==> src/hw/wb_pkg.sv <==
package wb_pkg;

    // datapath widths
    localparam int xlen       = 32;
    localparam int reg_addr_w = 5;
    localparam int csr_addr_w = 14;

    // number of architectural registers.
    localparam int reg_count = 1 << reg_addr_w;

    // instruction classes seen by the memory stage.
    typedef enum logic [2:0] {
        op_alu     = 3'd0,   // plain alu result.
        op_ld_w    = 3'd1,   // word load.
        op_ld_b    = 3'd2,   // signed byte load.
        op_st_w    = 3'd3,   // word store.
        op_csrwr   = 3'd4,   // csr write.
        op_syscall = 3'd5    // system call.
    } mem_op_e;

    // LoongArch ecode values, only those raised here.
    typedef enum logic [7:0] {
        ec_none = 8'h00,
        ec_ale  = 8'h09,     // address misaligned.
        ec_sys  = 8'h0b      // syscall.
    } ecode_e;

    // CSR numbers
    localparam logic [csr_addr_w-1:0] csr_crmd  = 14'h000;
    localparam logic [csr_addr_w-1:0] csr_estat = 14'h005;
    localparam logic [csr_addr_w-1:0] csr_era   = 14'h006;
    localparam logic [csr_addr_w-1:0] csr_badv  = 14'h007;
    localparam logic [csr_addr_w-1:0] csr_save0 = 14'h030;

    // crmd comes up in direct address mode, plv0, interrupts off.
    localparam logic [xlen-1:0] crmd_reset = 32'h0000_0008;

    // crmd fields cleared on exception entry.
    localparam int crmd_plv_lsb = 0;
    localparam int crmd_ie_bit  = 2;

    // estat ecode field.
    localparam int estat_ecode_lsb = 16;
    localparam int estat_ecode_msb = 21;
    localparam int estat_ecode_w   = estat_ecode_msb - estat_ecode_lsb + 1;

endpackage

==> src/hw/mem_stage.sv <==
module mem_stage import wb_pkg::*; (
    input  logic                  clk,
    input  logic                  rstn,

    input  logic                  in_valid,
    output logic                  in_ready,
    input  mem_op_e               in_op,
    input  logic [xlen-1:0]       in_pc,
    input  logic [reg_addr_w-1:0] in_dest,
    input  logic [xlen-1:0]       in_alu_result,
    input  logic [xlen-1:0]       in_mem_rdata,
    input  logic [csr_addr_w-1:0] in_csr_addr,
    input  logic [xlen-1:0]       in_csr_wdata,

    input  logic                  flush,
    input  logic                  w_allowin,

    output logic                  m_valid,
    output logic [xlen-1:0]       m_pc,
    output logic [xlen-1:0]       m_result,
    output logic                  m_rf_we,
    output logic [reg_addr_w-1:0] m_dest,
    output logic [xlen-1:0]       m_vaddr,
    output logic                  m_ex,
    output ecode_e                m_ecode,
    output logic                  m_csr_we,
    output logic [csr_addr_w-1:0] m_csr_addr,
    output logic [xlen-1:0]       m_csr_wdata
);

    mem_op_e         op_q;
    logic [xlen-1:0] alu_q;
    logic [xlen-1:0] rdata_q;
    logic [7:0]      ld_byte;
    logic            misaligned;

    // single-cycle stage, only blocked downstream or by flush.
    assign in_ready = !flush && (!m_valid || w_allowin);

    always_ff @(posedge clk) begin
        if (!rstn) begin
            m_valid <= 1'b0;
        end else if (flush) begin
            m_valid <= 1'b0;
        end else if (in_ready) begin
            m_valid <= in_valid;
        end
    end

    always_ff @(posedge clk) begin
        if (in_valid && in_ready) begin
            op_q        <= in_op;
            m_pc        <= in_pc;
            m_dest      <= in_dest;
            alu_q       <= in_alu_result;
            rdata_q     <= in_mem_rdata;
            m_csr_addr  <= in_csr_addr;
            m_csr_wdata <= in_csr_wdata;
        end
    end

    // byte lane picked by the low address bits.
    always_comb begin
        case (alu_q[1:0])
            2'd0:    ld_byte = rdata_q[7:0];
            2'd1:    ld_byte = rdata_q[15:8];
            2'd2:    ld_byte = rdata_q[23:16];
            default: ld_byte = rdata_q[31:24];
        endcase
    end

    always_comb begin
        case (op_q)
            op_ld_w: m_result = rdata_q;
            op_ld_b: m_result = {{(xlen-8){ld_byte[7]}}, ld_byte};
            default: m_result = alu_q;
        endcase
    end

    assign m_rf_we  = (op_q == op_alu) || (op_q == op_ld_w) || (op_q == op_ld_b);
    assign m_csr_we = (op_q == op_csrwr);

    // alu result is the effective address for memory ops.
    assign m_vaddr    = alu_q;
    assign misaligned = ((op_q == op_ld_w) || (op_q == op_st_w)) && (alu_q[1:0] != 2'b00);

    always_comb begin
        if (op_q == op_syscall) begin
            m_ex    = 1'b1;
            m_ecode = ec_sys;
        end else if (misaligned) begin
            m_ex    = 1'b1;
            m_ecode = ec_ale;
        end else begin
            m_ex    = 1'b0;
            m_ecode = ec_none;
        end
    end

endmodule

==> src/hw/wb_stage.sv <==
module wb_stage import wb_pkg::*; (
    input  logic                  clk,
    input  logic                  rstn,
    input  logic                  flush,

    input  logic                  m_valid,
    output logic                  w_allowin,
    input  logic [xlen-1:0]       m_pc,
    input  logic [xlen-1:0]       m_result,
    input  logic                  m_rf_we,
    input  logic [reg_addr_w-1:0] m_dest,
    input  logic [xlen-1:0]       m_vaddr,
    input  logic                  m_ex,
    input  ecode_e                m_ecode,
    input  logic                  m_csr_we,
    input  logic [csr_addr_w-1:0] m_csr_addr,
    input  logic [xlen-1:0]       m_csr_wdata,

    output logic                  rf_we,
    output logic [reg_addr_w-1:0] rf_waddr,
    output logic [xlen-1:0]       rf_wdata,

    output logic                  ex_commit,
    output ecode_e                ex_ecode,
    output logic [xlen-1:0]       ex_pc,
    output logic [xlen-1:0]       ex_vaddr,
    output logic                  csr_we,
    output logic [csr_addr_w-1:0] csr_waddr,
    output logic [xlen-1:0]       csr_wdata,

    output logic [xlen-1:0]       debug_wb_pc,
    output logic [3:0]            debug_wb_rf_we,
    output logic [reg_addr_w-1:0] debug_wb_rf_wnum,
    output logic [xlen-1:0]       debug_wb_rf_wdata
);

    logic                  w_valid;
    logic                  w_live;
    logic [xlen-1:0]       pc_q;
    logic [xlen-1:0]       result_q;
    logic                  rf_we_q;
    logic [reg_addr_w-1:0] dest_q;
    logic [xlen-1:0]       vaddr_q;
    logic                  ex_q;
    ecode_e                ecode_q;
    logic                  csr_we_q;
    logic [csr_addr_w-1:0] csr_addr_q;
    logic [xlen-1:0]       csr_wdata_q;

    // always done in one cycle.
    assign w_allowin = !flush;

    always_ff @(posedge clk) begin
        if (!rstn) begin
            w_valid <= 1'b0;
        end else if (flush) begin
            w_valid <= 1'b0;
        end else if (w_allowin) begin
            w_valid <= m_valid;
        end
    end

    always_ff @(posedge clk) begin
        if (m_valid && w_allowin) begin
            pc_q        <= m_pc;
            result_q    <= m_result;
            rf_we_q     <= m_rf_we;
            dest_q      <= m_dest;
            vaddr_q     <= m_vaddr;
            ex_q        <= m_ex;
            ecode_q     <= m_ecode;
            csr_we_q    <= m_csr_we;
            csr_addr_q  <= m_csr_addr;
            csr_wdata_q <= m_csr_wdata;
        end
    end

    // a younger record sitting here during flush must not commit.
    assign w_live = w_valid && !flush;

    assign rf_we    = w_live && rf_we_q && !ex_q;
    assign rf_waddr = dest_q;
    assign rf_wdata = result_q;

    assign ex_commit = w_live && ex_q;
    assign ex_ecode  = ecode_q;
    assign ex_pc     = pc_q;
    assign ex_vaddr  = vaddr_q;
    assign csr_we    = w_live && csr_we_q;
    assign csr_waddr = csr_addr_q;
    assign csr_wdata = csr_wdata_q;

    assign debug_wb_pc       = pc_q;
    assign debug_wb_rf_we    = {4{rf_we}};
    assign debug_wb_rf_wnum  = dest_q;
    assign debug_wb_rf_wdata = result_q;

endmodule

==> src/hw/reg_file.sv <==
module reg_file import wb_pkg::*; (
    input  logic                  clk,

    input  logic                  we,
    input  logic [reg_addr_w-1:0] waddr,
    input  logic [xlen-1:0]       wdata,

    input  logic [reg_addr_w-1:0] raddr,
    output logic [xlen-1:0]       rdata
);

    logic [xlen-1:0] regs [reg_count];

    always_ff @(posedge clk) begin
        if (we && (waddr != '0)) begin
            regs[waddr] <= wdata;   // r0 never written.
        end
    end

    // read is not bypassed with the write port.
    assign rdata = (raddr == '0) ? '0 : regs[raddr];

endmodule

==> src/hw/csr_file.sv <==
module csr_file import wb_pkg::*; (
    input  logic                  clk,
    input  logic                  rstn,

    input  logic                  ex_commit,
    input  ecode_e                ex_ecode,
    input  logic [xlen-1:0]       ex_pc,
    input  logic [xlen-1:0]       ex_vaddr,

    input  logic                  csr_we,
    input  logic [csr_addr_w-1:0] csr_waddr,
    input  logic [xlen-1:0]       csr_wdata,

    input  logic [csr_addr_w-1:0] raddr,
    output logic [xlen-1:0]       rdata,

    output logic                  flush,
    output ecode_e                ecode_q
);

    logic [xlen-1:0] crmd;
    logic [xlen-1:0] era;
    logic [xlen-1:0] estat;
    logic [xlen-1:0] badv;
    logic [xlen-1:0] save0;

    always_ff @(posedge clk) begin
        if (!rstn) begin
            crmd  <= crmd_reset;
            era   <= '0;
            estat <= '0;
            badv  <= '0;
            save0 <= '0;
        end else if (ex_commit) begin
            // exception entry drops to plv0 with interrupts off.
            crmd[crmd_plv_lsb +: 2] <= 2'b00;
            crmd[crmd_ie_bit]       <= 1'b0;
            era                     <= ex_pc;
            estat[estat_ecode_msb:estat_ecode_lsb] <= ex_ecode[estat_ecode_w-1:0];
            if (ex_ecode == ec_ale) begin
                badv <= ex_vaddr;   // only address faults.
            end
        end else if (csr_we) begin
            case (csr_waddr)
                csr_era:   era   <= csr_wdata;
                csr_save0: save0 <= csr_wdata;
                default:   ;        // read-only here.
            endcase
        end
    end

    // flush follows the commit by one cycle.
    always_ff @(posedge clk) begin
        if (!rstn) begin
            flush   <= 1'b0;
            ecode_q <= ec_none;
        end else begin
            flush <= ex_commit;
            if (ex_commit) begin
                ecode_q <= ex_ecode;
            end
        end
    end

    always_comb begin
        case (raddr)
            csr_crmd:  rdata = crmd;
            csr_era:   rdata = era;
            csr_estat: rdata = estat;
            csr_badv:  rdata = badv;
            csr_save0: rdata = save0;
            default:   rdata = '0;
        endcase
    end

endmodule

==> src/hw/wb_top.sv <==
module wb_top import wb_pkg::*; (
    input  logic                  clk,
    input  logic                  rstn,

    input  logic                  in_valid,
    output logic                  in_ready,
    input  mem_op_e               in_op,
    input  logic [xlen-1:0]       in_pc,
    input  logic [reg_addr_w-1:0] in_dest,
    input  logic [xlen-1:0]       in_alu_result,
    input  logic [xlen-1:0]       in_mem_rdata,
    input  logic [csr_addr_w-1:0] in_csr_addr,
    input  logic [xlen-1:0]       in_csr_wdata,

    input  logic [reg_addr_w-1:0] rf_raddr,
    output logic [xlen-1:0]       rf_rdata,
    input  logic [csr_addr_w-1:0] csr_raddr,
    output logic [xlen-1:0]       csr_rdata,

    output logic                  ex_valid,
    output ecode_e                ex_ecode,

    output logic [xlen-1:0]       debug_wb_pc,
    output logic [3:0]            debug_wb_rf_we,
    output logic [reg_addr_w-1:0] debug_wb_rf_wnum,
    output logic [xlen-1:0]       debug_wb_rf_wdata
);

    logic                  flush;
    logic                  w_allowin;
    logic                  m_valid;
    logic [xlen-1:0]       m_pc;
    logic [xlen-1:0]       m_result;
    logic                  m_rf_we;
    logic [reg_addr_w-1:0] m_dest;
    logic [xlen-1:0]       m_vaddr;
    logic                  m_ex;
    ecode_e                m_ecode;
    logic                  m_csr_we;
    logic [csr_addr_w-1:0] m_csr_addr;
    logic [xlen-1:0]       m_csr_wdata;

    logic                  rf_we;
    logic [reg_addr_w-1:0] rf_waddr;
    logic [xlen-1:0]       rf_wdata;
    logic                  ex_commit;
    ecode_e                wb_ecode;
    logic [xlen-1:0]       ex_pc;
    logic [xlen-1:0]       ex_vaddr;
    logic                  csr_we;
    logic [csr_addr_w-1:0] csr_waddr;
    logic [xlen-1:0]       csr_wdata;

    mem_stage u_mem (
        .clk, .rstn,
        .in_valid, .in_ready, .in_op, .in_pc, .in_dest,
        .in_alu_result, .in_mem_rdata, .in_csr_addr, .in_csr_wdata,
        .flush, .w_allowin,
        .m_valid, .m_pc, .m_result, .m_rf_we, .m_dest, .m_vaddr,
        .m_ex, .m_ecode, .m_csr_we, .m_csr_addr, .m_csr_wdata
    );

    wb_stage u_wb (
        .clk, .rstn, .flush,
        .m_valid, .w_allowin, .m_pc, .m_result, .m_rf_we, .m_dest,
        .m_vaddr, .m_ex, .m_ecode, .m_csr_we, .m_csr_addr, .m_csr_wdata,
        .rf_we, .rf_waddr, .rf_wdata,
        .ex_commit, .ex_ecode(wb_ecode), .ex_pc, .ex_vaddr,
        .csr_we, .csr_waddr, .csr_wdata,
        .debug_wb_pc, .debug_wb_rf_we, .debug_wb_rf_wnum, .debug_wb_rf_wdata
    );

    reg_file u_rf (
        .clk,
        .we(rf_we), .waddr(rf_waddr), .wdata(rf_wdata),
        .raddr(rf_raddr), .rdata(rf_rdata)
    );

    // flush doubles as the exception report.
    csr_file u_csr (
        .clk, .rstn,
        .ex_commit, .ex_ecode(wb_ecode), .ex_pc, .ex_vaddr,
        .csr_we, .csr_waddr, .csr_wdata,
        .raddr(csr_raddr), .rdata(csr_rdata),
        .flush, .ecode_q(ex_ecode)
    );

    assign ex_valid = flush;

endmodule

==> config.mk <==
export PLATFORM = sky130hd
export DESIGN_NAME = wb_top
export DESIGN_NICKNAME = d
export VERILOG_FILES = /design/src/hw/wb_pkg.sv /design/src/hw/mem_stage.sv /design/src/hw/wb_stage.sv /design/src/hw/reg_file.sv /design/src/hw/csr_file.sv /design/src/hw/wb_top.sv
export SDC_FILE = /design/constraint.sdc
export NUM_CORES = 1
export LEC_CHECK = 0
export BUFFER_PORTS_ARGS = -buffer_cell sky130_fd_sc_hd__buf_2
export CORE_MARGIN = 5
export CORE_UTILIZATION = 55
export DETAILED_ROUTE_END_ITERATION = 8
export MAX_ROUTING_LAYER = met4
export PLACE_DENSITY_LB_ADDON = 0.25
export RECOVER_POWER = 100
export SETUP_SLACK_MARGIN = 0.4
export SYNTH_ARGS = -nofsm -noshare
export SYNTH_HDL_FRONTEND = slang
export SYNTH_SLANG_ARGS = --single-unit
==> constraint.sdc <==
create_clock -name clk -period 15.6 [get_ports clk]
set_clock_uncertainty 0.05 [all_clocks]
set_input_delay 2.34 -clock clk [delete_from_list [all_inputs] [get_ports clk]]
set_output_delay 2.34 -clock clk [all_outputs]
set_load 0.02 [all_outputs]
==> flow_summary.yaml <==
outcome:
  status: "finished, violations left"
  failed_checks: "max-capacitance violations, max-slew violations"
clocking:
  clk_pin_slew_ps: 60
  clock-root-buffer: "clkbuf_16"
  clock_sink_count: 1426
  htreeDepth: 4
  cts_buffer_depth: 3
  post-cts-setup-buffers: 0
  cts_made_buffers: 144
  worstSkewPairLatency_ps: 730
  postCtsHoldBufs: 0
  cts_tree: "done"
  cts.repair.resized: 0
placement:
  dpl_cell_area_mm2: 0.05726
  port_buffers: 313
  hpwlAfterDp_um: 77050
  place_inst: 4262
  gp_congestion: 0.8170
global_routing:
  gr-total-overflow: 0
  gr-usage-all-layers_pct: 26.96
  grt_antenna_before_repair: 9
  grt_pass1_wl_um: 197700
  grt_max_degree: 85
  grt_pass1_vias: 29400
routing:
  drt_first_pass_iters: 6
  antenna_left: 0
  wl_per_cell_um: 30.03
  route.met3.wl_um: 12160
  routed.top_layer: "met4"
  route.layer.met1.wl_um: 51390
  drtIter0Drc: 3149
  dr_total_vias: 28650
  wl_met2_um: 68490
  via_per_inst: 6.327
  post-route-drc-count: 0
  drt-total-wl_um: 136000
worst_setup_path:
  slowest_delay_ps: 2640
  critPathLaunchType: "primary input"
  cp_common_cell: "clkbuf_1"
  critPathSlowestCell: "clkbuf_1"
  arrival_ps: 9530
  crit_path_end_kind: "output pin"
  crit_type: "in2out"
  path_cells: "buf_8 -> buf_4 -> clkbuf_1 -> or4_1 -> o21ai_1 -> a311oi_1 -> clkbuf_1"
  path_max_fanout: 83
  worst-endpoint-required_ps: 13210
logic_synthesis:
  synth_area_leaders: "edfxtp_1 73%, mux4_2 8.4%, dfxtp_1 3.7%"
  synth.distinct_cells: 57
  ys_warn_count: 0
  synth_top_area_share_pct: 73.50
  ys_async_sr_fraction_pct: 0
  synth_area_mm2: 0.05414
  synth_flop_cell: "edfxtp_1"
  synth.largest_area_cell: "edfxtp_1"
  syn_area_per_cell_um2: 19.82
  synth_edf_count: 1325
  ys_seq_area_share_pct: 77.23
  synth-seq-cells: 1426
  syn_inst: 2732
power:
  p_comb_share_pct: 4.5
  p_leak_nw: 19.54
  switchingPower_w: 0.001656
  p_sw_share_pct: 20.99
  pwr-share-seq_pct: 54.4
  power.density_mw_per_mm2: 128.8
  ir_worst_vdd_v: 0.0001117
  p_int_w: 0.006234
  clockPowerShare_pct: 41.1
cells_and_area:
  layout_common_cells: "1325 x edfxtp_1, 253 x clkbuf_1, 202 x mux4_2, 170 x nand2_1, 151 x buf_2"
  stdcell_count: 4529
  syn2layout_area_growth_pct: 13.13
  design_area_mm2: 0.06124
  postLayoutCoreUtil_pct: 62.50
  drive_above_1_share_pct: 19.90
  final_common_cell: "edfxtp_1"
  final_net_count: 3293
floorplan:
  die_x_um: 323.7
  die_h_um: 323.7
  ioPinCount: 319
  start_util_pct: 55.25
  rows: 115
  dieArea_mm2: 0.1048
  core_mm2: 0.09799
timing:
  period_minus_slack_ps: 11920
  rsz0062_at_grt: "false"
  relSlewSlack_pct: -182.1
  final-setup-viol-count: 0
  fin_setup_tns_ps: 0
  tightest_slew_ps: 4231
  fin_hold_ws_ps: 364.6
  fmaxAchievable_mhz: 83.90
  hold_viol: 0
  finalCritPeriodShare_pct: 76.40
  slew_violations: 1848
worst_hold_path:
  hp-class: "reg2reg"
flow_run:
  cap_viol_max_count: 51
registers in the layout, summed over array words and instances, names as in the netlist, 14 cells and up:
register	cells
u_csr.save0	32
u_mem.m_csr_wdata	32
u_wb.debug_wb_pc	32
u_mem.rdata_q	32
u_csr.era	32
u_wb.csr_waddr	14
u_mem.m_pc	32
u_wb.ex_vaddr	32
u_mem.m_vaddr	32
u_wb.debug_wb_rf_wdata	32
u_mem.m_csr_addr	14
u_wb.csr_wdata	32
u_csr.badv	32
u_rf.regs	1024
cell usage after synthesis, types with 2 or more instances:
cell,instances
a211oi_1,64
a21oi_1,68
a221o_1,28
a221oi_1,24
a22o_1,7
a22oi_1,39
a311oi_1,64
and2_1,8
buf_1,4
buf_2,56
buf_4,33
buf_6,22
clkbuf_1,71
dfxtp_1,101
edfxtp_1,1325
inv_1,3
inv_2,2
mux2_2,32
mux2i_1,94
mux4_1,30
mux4_2,202
nand2_1,170
nand2b_1,4
nand3_1,36
nand4_1,3
nor2_1,41
nor2b_1,39
nor3_1,4
nor3b_1,6
nor4_1,3
o2111ai_1,8
o21ai_0,50
o21ai_1,38
o2bb2ai_1,28
or2_1,2
or2_2,2
worst paths after layout:
kind | slack, ps | end | depth (start not counted) | from
max reg2reg | 10190 | u_rf.regs[3][27]$_DFFE_PP_ | 5 | u_wb.ex_ecode[0]$_SDFFCE_PN1P_
min | 360 | u_wb.csr_wdata[7]$_DFFE_PP_ | 0 | u_mem.m_csr_wdata[7]$_DFFE_PP_
min reg2reg | 360 | u_wb.csr_wdata[7]$_DFFE_PP_ | 0 | u_mem.m_csr_wdata[7]$_DFFE_PP_
max | 3680 | rf_rdata[17] | 7 | rf_raddr[2]
routing by layer:
layer | GRT usage [%] | vias up
met5 | - | -
met4 | 7.542 | 0
met3 | 5.041 | 231
met2 | 44.22 | 1592
met1 | 35.34 | 14820
li1 | - | 12010
power by group through the flow:
stage | combinational (W) | sequential [W] | clock, W
CTS | 0.000363 | 0.00429 | 0.00329
global placement | 0.000355 | 0.00436 | 0
floorplan | 0.000215 | 0.00438 | 0
global route | 0.000380 | 0.00430 | 0.00346
detailed placement | 0.000362 | 0.00437 | 0
finish | 0.000356 | 0.00429 | 0.00324
through the flow:
step / setup WS, ps / power [W]
4_1_cts: 6739 / 0.007944
3_3_place_gp: 6774 / 0.004719
6_report: 3682 / 0.007890
3_5_place_dp: 6736 / 0.004731
5_1_grt: 3408 / 0.008139
2_1_floorplan: 6026 / 0.004592
kinds of logic (layout without fill, tap and decap cells):
| group | count (synthesis) | in the layout | synth area share (%) |
|---|---|---|---|
| mux | 358 | 358 | 12.26 |
| compound gates | 423 | 423 | 5.579 |
| other cells | 1 | 43 | 0.006927 |
| flops | 1426 | 1426 | 77.23 |
| simple gates | 329 | 329 | 2.824 |
| buf+inv | 194 | 662 | 2.078 |
| xor+xnor | 1 | 1 | 0.01618 |
final cells by class:
| cell class | count | area, um^2 |
|---|---|---|
| repair buffers | 396 | 1795 |
| multi-input cells | 1148 | 11570 |
| inverters | 5 | 18.77 |
| clock inverters | 71 | 473.0 |
| fillers | 6829 | 36750 |
| well taps | 1287 | 1610 |
| flip-flops and latches | 1426 | 41810 |
| diodes | 6 | 15.01 |
| clock buffers | 190 | 3944 |
worst max-delay path: cells and delay by family:
| kind | cells | cell delay (ps) |
|---|---|---|
| simple gates | 1 | 1730 |
| buf+inv | 4 | 4170 |
| compound gates | 2 | 1030 |
No activity file was read; power rests on OpenSTA's default activity.
